===== src/source/aluPkg.sv =====
// Widths, operation codes and the instruction word shared by the execute unit
// The width is fixed at 16 because bit-reverse and the 4-bit shift field depend on it
// Codes 1000, 1101 and 1110 are undefined and make the ALU return zero
// Subtract is opAdd with invB set, since carry-in follows invB
package aluPkg;

    localparam int dataWidth    = 16; // One word
    localparam int regCount     = 8;
    localparam int regAddrWidth = 3;
    localparam int operWidth    = 4;
    localparam int immWidth     = 5;  // I-form immediate, sign-extended
    localparam int shAmtWidth   = 4;  // Enough for 0..15

    localparam logic [operWidth-1:0] opRol   = 4'b0000;
    localparam logic [operWidth-1:0] opSll   = 4'b0001;
    localparam logic [operWidth-1:0] opSra   = 4'b0010;
    localparam logic [operWidth-1:0] opSrl   = 4'b0011;
    localparam logic [operWidth-1:0] opAdd   = 4'b0100;
    localparam logic [operWidth-1:0] opAnd   = 4'b0101;
    localparam logic [operWidth-1:0] opOr    = 4'b0110;
    localparam logic [operWidth-1:0] opXor   = 4'b0111;
    localparam logic [operWidth-1:0] opSeq   = 4'b1001;
    localparam logic [operWidth-1:0] opSlt   = 4'b1010;
    localparam logic [operWidth-1:0] opPassB = 4'b1011;
    localparam logic [operWidth-1:0] opSle   = 4'b1100;
    localparam logic [operWidth-1:0] opBtr   = 4'b1111;

    // Same 16 bits, read as R-form or I-form depending on isImm
    typedef union packed {
        struct packed {
            logic                    isImm; // Low here
            logic [operWidth-1:0]    oper;
            logic [regAddrWidth-1:0] rd;
            logic [regAddrWidth-1:0] rs;
            logic [regAddrWidth-1:0] rt;
            logic                    invA;
            logic                    invB;
        } rForm;
        struct packed {
            logic                    isImm; // High here
            logic [operWidth-1:0]    oper;
            logic [regAddrWidth-1:0] rd;
            logic [regAddrWidth-1:0] rs;
            logic [immWidth-1:0]     imm;   // Replaces rt, invA, invB
        } iForm;
    } instrWord;

endpackage

===== src/source/regFile.sv =====
// Eight 16-bit registers, two combinational read ports, one write port
// A write lands at the clock edge, so a read in the next cycle sees it
// No bypass from wrData to the read ports within the same cycle
// Reset clears every register
module regFile import aluPkg::*; (
    input  logic                    clk,
    input  logic                    rstN,
    input  logic [regAddrWidth-1:0] rsAddr,
    input  logic [regAddrWidth-1:0] rtAddr,
    input  logic                    wrEn,
    input  logic [regAddrWidth-1:0] wrAddr,
    input  logic [dataWidth-1:0]    wrData,
    output logic [dataWidth-1:0]    rdDataA,
    output logic [dataWidth-1:0]    rdDataB
);

    logic [dataWidth-1:0] regs [regCount]; // Architectural state

    always_ff @(posedge clk) begin
        if (!rstN) begin
            for (int i = 0; i < regCount; i++) begin
                regs[i] <= '0; // All registers start at zero
            end
        end else if (wrEn) begin
            regs[wrAddr] <= wrData; // Write-back from the ALU
        end
    end

    assign rdDataA = regs[rsAddr]; // Feeds alu.inA directly
    assign rdDataB = regs[rtAddr]; // Goes through the B-operand mux

    // A write to an unknown address would corrupt the whole file
    wrAddrKnown: assert property (@(posedge clk) disable iff (!rstN)
        wrEn |-> !$isunknown(wrAddr))
        else $error("regFile write with unknown address");

endmodule


===== config.mk =====
export PLATFORM = sky130hd
export DESIGN_NAME = regFile
export DESIGN_NICKNAME = d
export VERILOG_FILES = /design/src/source/aluPkg.sv /design/src/source/regFile.sv
export SDC_FILE = /design/constraint.sdc
export NUM_CORES = 1
export LEC_CHECK = 0
export ABC_AREA = 1
export BUFFER_PORTS_ARGS = -buffer_cell sky130_fd_sc_hd__buf_2
export CORE_ASPECT_RATIO = 0.7
export CORE_MARGIN = 2
export CORE_UTILIZATION = 30
export CTS_CLUSTER_DIAMETER = 40
export DETAILED_ROUTE_END_ITERATION = 10
export PLACE_DENSITY = 0.54
export SYNTH_ARGS = -nofsm -noshare
export SYNTH_HDL_FRONTEND = slang
export SYNTH_SLANG_ARGS = --single-unit

===== constraint.sdc =====
create_clock -name clk -period 2.4 [get_ports clk]
set_input_delay 0.24 -clock clk [delete_from_list [all_inputs] [get_ports clk]]
set_output_delay 0.24 -clock clk [all_outputs]
set_load 0.02 [all_outputs]

Word-level counts from Yosys, hierarchy flattened:

Memory sizes are Yosys's and may differ from the RTL's.
Index checks and enable logic that the tools add are counted.

* latch bits: 0
* RAM bits: 128
* bits in read-only memories: 0
* input port bits: 28
* register bits: 0
* memories kept: 1

Memories
* regs: depth 8, width 16, read ports 2, clocked after Yosys merged registers in 0, write ports 8, line regFile.sv:17 `logic [dataWidth-1:0] regs [regCount];`

* bitwise operators: 0
* divide/modulo/power cells: 0
* magnitude comparators: 0
* multiplexer cells: 7
* equality and inequality tests: 0
* shifts and indexed selects: 0
* $add $sub $neg: 0
* reductions and logical operators: 1
* multipliers: 0

Operators with widths (count)
* $mux 16: 1
* $reduce_or 16->1: 1
* $mux 1: 5
* $mux 3: 1

Longest topological paths before layout:

* depth after elaboration: 5
* mapped depth: 7
* gate-level depth less buffers: 6

Worst setup path before layout:

OpenSTA, ideal clock, no wires.

* path type: input to register
* start: input port rstN
* end: memory regs[0][0], enable pin
* path slack: 0.818 ns
* required time: 2.028 ns
* stages on the path: 6
* setup time: 0.372 ns
* data arrival time: 1.210 ns
* cell sequence: buf_4 nand2_4 nor2_4 nand2_2 buf_6 nand2_1

RTL lines
* start: declaration: line regFile.sv:7 `input logic rstN,`
* end: declaration: line regFile.sv:17

Worst setup path in the final report:

* start: input port rtAddr[0]
* end: output port rdDataB[13]

* longest elaborated chain between the ends: 1

RTL lines
* start: declaration: line regFile.sv:9 `input logic [regAddrWidth-1:0] rtAddr,`
* $mem_v2 8x16
* end: declaration: line regFile.sv:14 `output logic [dataWidth-1:0] rdDataB`

No other way between the ends.

==> metrics.md <==
| Metric | Value |
|---|---|
| Top reg by flops | `regs` |
| Outcome | `finished, final reports clean` |
| Slew Viols, Final | `0` |
| GP Congestion | `0.811` |
| Setup-failing EPs final | `0` |
| Worst Setup EP | `rdDataB[13]` |
| Vias in the first global route | `6236` |
| # diodes | `0` |
| Reg clk slew, reported paths | `0.07 ns` |
| Clk sink count | `128` |
| Seq/Total Area, Yosys | `0.510` |
| Full die area | `around 26000 um^2` |
| Hold Path Class | `input pin to flip-flop` |
| Cell family with most CP delay | `buffers and inverters` |
| Routed wire length | `25.3 mm` |
| Max reg flops | `roughly 130` |
| Top cells by area, synth | `edfxtp_1 (51%), nand2_1 (21%), nand3_1 (8.5%)` |
| Most common cell after layout, fill and taps aside | `nand2_1` |
| Drt wl/cell | `about 18 um` |
| Fin nets | `1113` |
| Fmax | `0.520 GHz` |
| CP Buf/Inv Count | `3` |
| Seq cells post-synth | `128` |
| RSZ-0062 raised after global routing | `no` |
| Pin count of the biggest net entering global routing | `65` |
| Die span in y | `~140 um` |
| Area leader, netlist | `edfxtp_1` |
| Post-DRT Antenna Nets | `0` |
| Post-synth ARST share | `0` |
| Post-Route Utilization | `0.355` |
| Core Region | `24700 um^2` |
| Setup crit start kind | `input pin` |
| Largest registers | `regs (128)` |
| Crit path depth | `8` |
| Area grow syn2layout | `16.2%` |
| Synth top area share | `0.510` |
| Row Count | `48` |
| Pre-antenna DRT Iters | `9` |
| Hold_buf cts | `0` |
| Worst-margin pin slew | `0.827 ns` |
| I/O Buffers | `approximately 60` |
| CP max stage cell | `buf_4` |
| Max IR drop VDD | `between 0.5 and 0.6 mV` |
| Top-Level Pins | `60` |
| Hold_ws | `0.231 ns` |
| First-pass GRT wire length | `38.2 mm` |
| CP Capture Type | `output port` |
| Syn avg cell area | `7.30 um^2` |
| Kind of critical path | `input pin to output port` |
| Commonest non-fill, non-tap cells in the layout | `nand2_1 (425), inv_1 (152), nor2_1 (131)` |
| Crit-path max FO | `64` |
| Initial antenna violation count | `0` |
| LEAKAGE | `4.41 nW` |
| Total power | `5.95 mW` |
| Residual DRC count | `0` |
| Pre-CTS setup slack | `0.423 ns` |
| Setup TNS | `0 ns` |
| CTS HTree Levels | `4` |
| Initial Util | `0.305` |
| Root Buffer Master | `clkbuf_16` |
| Fin. Hold Viols | `0` |
| Post-layout min period | `1.92 ns` |
| CTS tree | `yes` |
| Vias/cell | `about 4.8` |
| PwrDens | `679 nW/um^2` |
| Mapped Nets | `1060` |
| Yosys warns | `0` |
| DR vias | `6861` |
| Postcts setup bufs | `0` |
| Max_slew headroom | `0.449` |
| Synthesized area | `approximately 7500 um^2` |
| Ys flop type | `edfxtp_1` |
| Max stage delay on crit path | `approximately 0.64 ns` |
| Maximum root-to-sink buffer count | `2` |
| Synth unique cells | `14` |
| Worst path required time | `2.16 ns` |
| Most used cell, CP | `nand2_1` |
| WP data arrival | `1.68 ns` |
| Setup slack after layout | `about 0.48 ns` |
| Post-Syn Instances | `1032` |
| EDFF count, synth | `128` |
| Final period util | `0.802` |
| Fraction of layout cells with a size suffix above 1 | `0.120` |
| CP startpoint | `rtAddr[0]` |
| Gr ovfl total | `0` |
| Worst path cell trace | `buf_2, buf_4, nand2_1, nand3_1, nand2_1, nand2_1, nand2_1, buf_2` |
| Post-CTS resize count | `0` |
| DR iter-0 viols | `638` |
| Die X | `around 190 um` |
| HPWL after DPL | `around 15 mm` |
| Total global-route track usage | `0.195` |
| Max Cap Violations | `0` |
| CTS buffer count | `17` |
==> worst min-delay path by stage <==
stage          slack (ns)  startpoint           to  cells past startpoint
2_1_floorplan        0.53  wrData[10]  regs[0][10]                      2
3_3_place_gp         0.68  wrData[14]  regs[1][14]                      3
3_5_place_dp         0.67  wrData[14]  regs[7][14]                      3
4_1_cts              0.22  wrData[14]  regs[7][14]                      3
5_1_grt              0.25  wrData[14]  regs[7][14]                      3
6_report             0.23  wrData[14]  regs[7][14]                      3
==> worst min-delay path: cells and delay by family <==
family	cells	cell delay, ns
buf+inv	2	0.18
simple gates	1	0.12
==> stage by stage <==
step	instance area, um^2	instances
final	8760	1423
after CTS	8760	1423
after global placement	8240	1391
after global routing	8760	1423
after detailed placement	8240	1391
after floorplan	7540	1032
==> final cells by class <==
| type | count | area [um^2] |
|---|---|---|
| multi-input cells | 695 | 2810 |
| fillers | 2600 | 15900 |
| flip-flops and latches | 128 | 3840 |
| clock inverters | 14 | 95.1 |
| clock buffers | 18 | 429 |
| inverters | 154 | 578 |
| well taps | 325 | 407 |
| repair buffers | 89 | 596 |
==> Yosys cell counts (2+ instances only) <==
cell / n
edfxtp_1: 128
nand2_1: 425
nand2_2: 8
clkbuf_1: 18
inv_1: 152
nor2_4: 2
nor2_1: 131
inv_2: 2
nand3_1: 128
buf_6: 8
buf_1: 2
buf_2: 26
==> report_power, final <==
group          internal, mW  total [mW]  switching, mW
Combinational         0.275       0.968          0.693
Sequential             2.60        2.63         0.0352
Clock                  1.31        2.35           1.04
==> cell families after synthesis <==
group	count (synthesis)	synth area share
flip-flops	128	0.510
buffers and inverters	209	0.117
AND/OR/NAND/NOR	695	0.373
==> per-layer routing <==
layer / global-route usage / share of wire / vias up
met1: 0.290 / 0.47 / 3201
met3: 0.0286 / 0.083 / 45
met2: 0.294 / 0.42 / 346
met5: 0 / 0 / -
li1: - / - / 3269
met4: 0.0598 / 0.020 / 0
No activity file was read; power rests on OpenSTA's default activity.
