File: config.mk
export PLATFORM = sky130hd
export DESIGN_NAME = execCtrl
export DESIGN_NICKNAME = d
export VERILOG_FILES = /design/src/source/aluPkg.sv /design/src/source/execCtrl.sv
export SDC_FILE = /design/constraint.sdc
export NUM_CORES = 1
export LEC_CHECK = 0
export ABC_CLOCK_PERIOD_IN_PS = 800
export BUFFER_PORTS_ARGS = -buffer_cell sky130_fd_sc_hd__buf_2
export CELL_PAD_IN_SITES_DETAIL_PLACEMENT = 1
export CELL_PAD_IN_SITES_GLOBAL_PLACEMENT = 1
export CORE_ASPECT_RATIO = 0.9
export CORE_MARGIN = 1
export CORE_UTILIZATION = 21
export CTS_CLUSTER_SIZE = 30
export DETAILED_ROUTE_END_ITERATION = 12
export GPL_TIMING_DRIVEN = 0
export PLACE_DENSITY_LB_ADDON = 0.1
export SLEW_MARGIN = 20
export SYNTH_ARGS = -nofsm -noshare
export SYNTH_HDL_FRONTEND = slang
export SYNTH_SLANG_ARGS = --single-unit
File: constraint.sdc
create_clock -name clk -period 0.8 [get_ports clk]
set_input_delay 0.04 -clock clk [delete_from_list [all_inputs] [get_ports clk]]
set_output_delay 0.04 -clock clk [all_outputs]
set_load 0.05 [all_outputs]
File: src/source/aluPkg.sv
// Widths, operation codes and the instruction word shared by the execute unit
// The width is fixed at 16 because bit-reverse and the 4-bit shift field depend on it
// Codes 1000, 1101 and 1110 are undefined and make the ALU return zero
// Subtract is opAdd with invB set, since carry-in follows invB
package aluPkg;

    localparam int dataWidth    = 16; // One word
    localparam int regCount     = 8;
    localparam int regAddrWidth = 3;
    localparam int operWidth    = 4;
    localparam int immWidth     = 5;  // I-form immediate, sign-extended
    localparam int shAmtWidth   = 4;  // Enough for 0..15

    localparam logic [operWidth-1:0] opRol   = 4'b0000;
    localparam logic [operWidth-1:0] opSll   = 4'b0001;
    localparam logic [operWidth-1:0] opSra   = 4'b0010;
    localparam logic [operWidth-1:0] opSrl   = 4'b0011;
    localparam logic [operWidth-1:0] opAdd   = 4'b0100;
    localparam logic [operWidth-1:0] opAnd   = 4'b0101;
    localparam logic [operWidth-1:0] opOr    = 4'b0110;
    localparam logic [operWidth-1:0] opXor   = 4'b0111;
    localparam logic [operWidth-1:0] opSeq   = 4'b1001;
    localparam logic [operWidth-1:0] opSlt   = 4'b1010;
    localparam logic [operWidth-1:0] opPassB = 4'b1011;
    localparam logic [operWidth-1:0] opSle   = 4'b1100;
    localparam logic [operWidth-1:0] opBtr   = 4'b1111;

    // Same 16 bits, read as R-form or I-form depending on isImm
    typedef union packed {
        struct packed {
            logic                    isImm; // Low here
            logic [operWidth-1:0]    oper;
            logic [regAddrWidth-1:0] rd;
            logic [regAddrWidth-1:0] rs;
            logic [regAddrWidth-1:0] rt;
            logic                    invA;
            logic                    invB;
        } rForm;
        struct packed {
            logic                    isImm; // High here
            logic [operWidth-1:0]    oper;
            logic [regAddrWidth-1:0] rd;
            logic [regAddrWidth-1:0] rs;
            logic [immWidth-1:0]     imm;   // Replaces rt, invA, invB
        } iForm;
    } instrWord;

endpackage
File: src/source/execCtrl.sv
// Decode, operand B select, write-back control and the result register
// Write-back is combinational, so rd is updated at the same edge as the result
// One registered stage; resultValid pulses one cycle per valid instruction
// I-form forces invA and invB low and sign-extends the 5-bit immediate
module execCtrl import aluPkg::*; (
    input  logic                    clk,
    input  logic                    rstN,
    input  logic                    instrValid,
    input  instrWord                instr,
    input  logic [dataWidth-1:0]    rdDataB,
    input  logic [dataWidth-1:0]    aluOut,
    input  logic                    aluZero,
    input  logic                    aluNeg,
    input  logic                    aluOfl,
    input  logic                    aluCout,
    output logic [regAddrWidth-1:0] rsAddr,
    output logic [regAddrWidth-1:0] rtAddr,
    output logic [dataWidth-1:0]    inB,
    output logic [operWidth-1:0]    aluOper,
    output logic                    invA,
    output logic                    invB,
    output logic                    wrEn,
    output logic [regAddrWidth-1:0] wrAddr,
    output logic                    resultValid,
    output logic [dataWidth-1:0]    result,
    output logic                    zero,
    output logic                    neg,
    output logic                    ofl,
    output logic                    cout
);

    logic                 isImm;
    logic [dataWidth-1:0] immExt; // Sign-extended immediate

    assign isImm   = instr.rForm.isImm; // Same bit in both views
    assign immExt  = {{(dataWidth-immWidth){instr.iForm.imm[immWidth-1]}}, instr.iForm.imm};

    assign rsAddr  = instr.rForm.rs;
    assign rtAddr  = instr.rForm.rt; // Ignored downstream in I-form
    assign aluOper = instr.rForm.oper;
    assign inB     = isImm ? immExt : rdDataB;
    assign invA    = isImm ? 1'b0 : instr.rForm.invA;
    assign invB    = isImm ? 1'b0 : instr.rForm.invB;

    assign wrEn    = instrValid; // Every operation writes rd
    assign wrAddr  = instr.rForm.rd;

    always_ff @(posedge clk) begin
        if (!rstN) begin
            resultValid <= 1'b0;
            result      <= '0;
            zero        <= 1'b0;
            neg         <= 1'b0;
            ofl         <= 1'b0;
            cout        <= 1'b0;
        end else begin
            resultValid <= instrValid; // One-cycle pulse
            if (instrValid) begin
                result <= aluOut;
                zero   <= aluZero;
                neg    <= aluNeg;
                ofl    <= aluOfl;
                cout   <= aluCout;
            end
        end
    end

    // On an add the registered flags describe the registered sum
    addFlagsMatch: assert property (@(posedge clk) disable iff (!rstN)
        resultValid && $past(aluOper) == opAdd
            |-> (zero == (result == '0)) && (neg == result[dataWidth-1]))
        else $error("add flags disagree with the registered result");

endmodule

* Word level (Yosys, flattened, before mapping) *
Index checks and enable logic that the tools add are counted.

word-level totals
  bits in registers = 21
  input bits = 55
  output and inout bits = 53
  logic and storage cells = 9

cells by class
  mux-type cells = 3

operators by type and width
  cell                number
  two-way mux 16 bit  1
  two-way mux 1 bit   2

* Logic depth before layout (Yosys ltp) *
  depth in word-level cells = 1
  gate-level depth with buffers = 4
  gate-level depth less buffers = 2

* Least setup slack after synthesis *
Ideal clock, no wire load.

  path type = input port to output port
  from = in instr[15] in the netlist's numbering
  to = out inB[10]
  arrival time = 1447 ps
  required time = 760 ps
  path slack = -687 ps
  cell stages on the path = 3
  buffers on the path = 2
  cell sequence = buf_4 clkbuf_2 o21ai_0

on the way
  longest elaborated chain between the ends = 1

ends and longest elaborated chain
  element             RTL line        source
  start, declared     execCtrl.sv:9   input instrWord instr,
  two-way mux 16 bit  execCtrl.sv:41  assign inB = isImm ? immExt : rdDataB;
  end, declared       execCtrl.sv:18  output logic [dataWidth-1:0] inB,

No other way between the ends.

* Final worst setup path *
  from = reg result[2]
  to = out result[2]

RTL lines
  element                 RTL line        source
  start, declared         execCtrl.sv:25  output logic [dataWidth-1:0] result,
  start signal, assigned  execCtrl.sv:59  result <= aluOut;

No word-level cell between the ends.

==> tab_implementation.tex <==
\begin{tabular}{lr}
\hline
Metric & Value \\
\hline
\multicolumn{2}{l}{\textbf{Timing}} \\
\quad RSZ-0062 raised after global routing & yes \\
\quad Worst slew margin & 0.7553 \\
\quad Final setup viols & 3 \\
\quad Maximum achievable frequency & about 1200 MHz \\
\quad Post-layout minimum cycle time & 0.8083 ns \\
\quad Portion of the clock cycle consumed by the worst path in the final layout & 1.010 \\
\quad Max Transition Viols Final & 0 \\
\quad Hold Vio Cnt, Final & 0 \\
\quad Setup ws final & -0.008330 ns \\
\quad Setup clock skew after layout & 0 ns \\
\quad Final-layout setup total negative slack & -0.01891 ns \\
\quad Measured slew at the worst slew-check pin & 0.3671 ns \\
\multicolumn{2}{l}{\textbf{Yosys}} \\
\quad Total standard cell area after synthesis & about 1100 sq um \\
\quad Number of synthesized register bits & 21 \\
\quad Number of distinct standard cells referenced by the synthesized netlist & 14 \\
\quad Sequential cell area fraction in the yosys report & 0.3823 \\
\quad Post-Synthesis Net Count & 170 \\
\quad Mean Syn Cell Area & about 9.6 sq um \\
\quad Number of instances in the synthesized netlist & about 120 \\
\quad Warning count from the yosys run & 0 \\
\multicolumn{2}{l}{\textbf{Clock network}} \\
\quad Reg clk slew, reported paths & $\sim$0.080 ns \\
\quad Clock buffer count from CTS & 3 \\
\quad Clock Tree Root & sky130\_fd\_sc\_hd\_\_clkbuf\_8 \\
\quad Source-to-sink clock delay at the later pin of the worst-skew pair & between 0.2 and 0.3 ns \\
\quad Clock Sink Count & 21 \\
\quad CTS Buffer Depth & 2 \\
\quad Number of H-tree branching levels & 1 \\
\quad Number of buffers added to fix hold violations after cts & 0 \\
\quad CTS tree & done \\
\multicolumn{2}{l}{\textbf{Critical path}} \\
\quad Crit-path max FO & 2 \\
\quad Crit path required time & between 0.7 and 0.8 ns \\
\quad Type of element capturing the critical path & primary output \\
\quad Cells along the critical path & buf\_8 \\
\quad Longest individual stage delay on the worst path & between 0.3 and 0.4 ns \\
\quad Type of the setup path with the least slack & reg -> out \\
\quad Critical path launch point type & register \\
\quad Crit path DAT & roughly 0.77 ns \\
\quad Levels on crit path & 1 \\
\quad Cell type of the slowest stage on the worst timing path & sky130\_fd\_sc\_hd\_\_dfxtp\_2 \\
\quad Top Family by Delay on Critical Path & flip-flops \\
\quad Buffers and inverters on the worst path & 1 \\
\quad Logic depth of the worst register-to-register path & 3 \\
\quad Crit. Startpoint & result[2] \\
\quad R2r startpoint & result[14] \\
\multicolumn{2}{l}{\textbf{Pwr}} \\
\quad Overall power after layout & 0.003321 W \\
\quad Worst-case vdd ir drop & $\sim$0.82 mV \\
\quad Power density relative to cell area & around 1500 nW/um\^{}2 \\
\quad Pleak & approximately 1.1 nW \\
\multicolumn{2}{l}{\textbf{Layout}} \\
\quad Seq. cell area & about 450 sq um \\
\quad Final core utilization & 0.4359 \\
\quad Layout-stage area growth over the synthesis result & 96.36\% \\
\quad Fillers & between 500 and 600 \\
\quad Most common cell after layout, fill and taps aside & sky130\_fd\_sc\_hd\_\_buf\_2 \\
\quad Count of placed standard cells in the final layout, fillers left out & approximately 280 \\
\quad \# nets final & between 200 and 300 \\
\quad Leading cell types in the layout, fill and taps excluded & sky130\_fd\_sc\_hd\_\_buf\_2 (64), sky130\_fd\_sc\_hd\_\_nor2b\_1 (22), sky130\_fd\_sc\_hd\_\_dfxtp\_2 (21) \\
\quad Diode insertion count for antenna repair & 0 \\
\quad Layout cells sized above 1 & 0.7269 \\
\quad Multi-input gate area in the final layout & about 570 sq um \\
\multicolumn{2}{l}{\textbf{Route}} \\
\quad Vias per cell & a little over 4 \\
\quad Number of iterations in the first detailed-routing pass & 4 \\
\quad Post-DR wirelength/cell & about 12 um \\
\quad Post-detailed-route count of antenna-violating nets & 0 \\
\quad Overall via count from detail\_route & $\sim$1,100 \\
\quad DR DRC count & 0 \\
\quad Total routed wirelength & around 3400 um \\
\quad Violation count after the first detailed-routing iteration & 1 \\
\multicolumn{2}{l}{\textbf{Floorplanning}} \\
\quad Initial core utilization & 0.2220 \\
\quad Count of boundary I/O pins & 108 \\
\quad Row count & 24 \\
\quad Placeable core region & between 4000 and 5000 sq um \\
\quad Vertical die dimension & slightly above 70 um \\
\quad Die Width & 78.28 um \\
\quad Die area & 5531 sq um \\
\multicolumn{2}{l}{\textbf{Global route}} \\
\quad Number of antenna violations at the first check in global routing & 0 \\
\quad Pin count of the biggest net entering global routing & 13 \\
\quad Global Route Usage Sum & 0.1236 \\
\quad Remaining global-route overflow & 0 \\
\quad Global-route wire length before repair & around 5400 um \\
\quad Vias in the first global route & approximately 1,200 \\
\multicolumn{2}{l}{\textbf{Worst hold path}} \\
\quad Count of cells along the worst hold path & 3 \\
\quad Classification of the worst-slack hold path & in -> reg \\
\quad Start point of the worst hold path & aluOut[14] \\
\multicolumn{2}{l}{\textbf{Placed design}} \\
\quad Worst slack at placement & -0.1364 ns \\
\quad Routability Congestion & about 0.63 \\
\quad Placed cells & between 200 and 300 \\
\quad Final HPWL from detailed placement & roughly 2700 um \\
\quad Port buffer count & 95 \\
\multicolumn{2}{l}{\textbf{Status}} \\
\quad Violated checks & setup timing \\
\quad Outcome & complete, but fails checks \\
\multicolumn{2}{l}{\textbf{Flow run}} \\
\quad Maxcap violations & 0 \\
\hline
\end{tabular}
-- metal layers --
metal,up-vias,global-route usage,wire length [um]
li1,549,-,-
met1,511,0.1427,1304
met2,78,0.2251,1711
met3,2,0.02581,378
met4,0,0.04321,14
met5,-,0,0
-- synthesized netlist by cell type --
cell type | number | area (sq um)
sky130_fd_sc_hd__and2_1 | 1 | 6.260
sky130_fd_sc_hd__buf_12 | 2 | 40.04
sky130_fd_sc_hd__buf_2 | 1 | 5.000
sky130_fd_sc_hd__buf_4 | 15 | 112.6
sky130_fd_sc_hd__buf_6 | 1 | 11.26
sky130_fd_sc_hd__clkbuf_1 | 2 | 7.510
sky130_fd_sc_hd__clkbuf_2 | 1 | 5.000
sky130_fd_sc_hd__dfxtp_1 | 21 | 420.4
sky130_fd_sc_hd__inv_1 | 12 | 45.04
sky130_fd_sc_hd__mux2_2 | 4 | 45.04
sky130_fd_sc_hd__mux2i_1 | 20 | 200.2
sky130_fd_sc_hd__nand2_1 | 1 | 3.750
sky130_fd_sc_hd__nor2b_1 | 22 | 137.6
sky130_fd_sc_hd__o21ai_0 | 12 | 60.06
-- where the power goes --
group | switching, W | leakage (nW) | internal, W
clock network | 0.000342 | 0.0255 | 0.000346
logic | 0.000875 | 0.891 | 0.000583
registers | 0.0000532 | 0.181 | 0.00112
-- area by class of cell --
class	count	area share
clock inverter	1	0.002317
buffer	22	0.09849
multi-input combinational	60	0.2654
tap	65	0.03766
sequential	21	0.2068
clock buffer	3	0.01912
timing repair buffer	97	0.3494
inverter	12	0.02086
-- worst paths after layout --
kind	end	slack, ns
worst max-delay path	result[2]	-0.008
worst min-delay path	result[14]	0.04
worst max register to register	result[14]	0.07
worst min register to register	result[5]	0.52
-- repair_timing --
| item | CTS | global route |
|---|---|---|
| pin swaps | 0 | 0 |
| setup buffers | 0 | 1 |
| setup endpoints to repair | 31 | 26 |
| cloned | 1 | 0 |
| resized for setup | 72 | 11 |
-- logic make-up (layout without fill, tap and decap cells) --
logic type      Yosys count  in the layout  synth area share
simple gates             24             24            0.1342
compound gates           12             12           0.05461
buf+inv                  34            135            0.2059
flops                    21             21            0.3822
mux                      24             24            0.2230
-- state kept, by name, indices dropped and copies added (netlist names) --
name and flops:
result 16, zero 1, ofl 1, resultValid 1, cout 1, neg 1
-- stage by stage --
step,hold slack (ns),instance area [sq um]
after global placement,0.2853,1799
final,0.03581,2160
after CTS,0.02768,2113
after detailed placement,0.3085,1799
after global routing,0.04848,2160
after floorplan,0.1680,1242
Note: power is estimated with default switching activity, not from simulation.
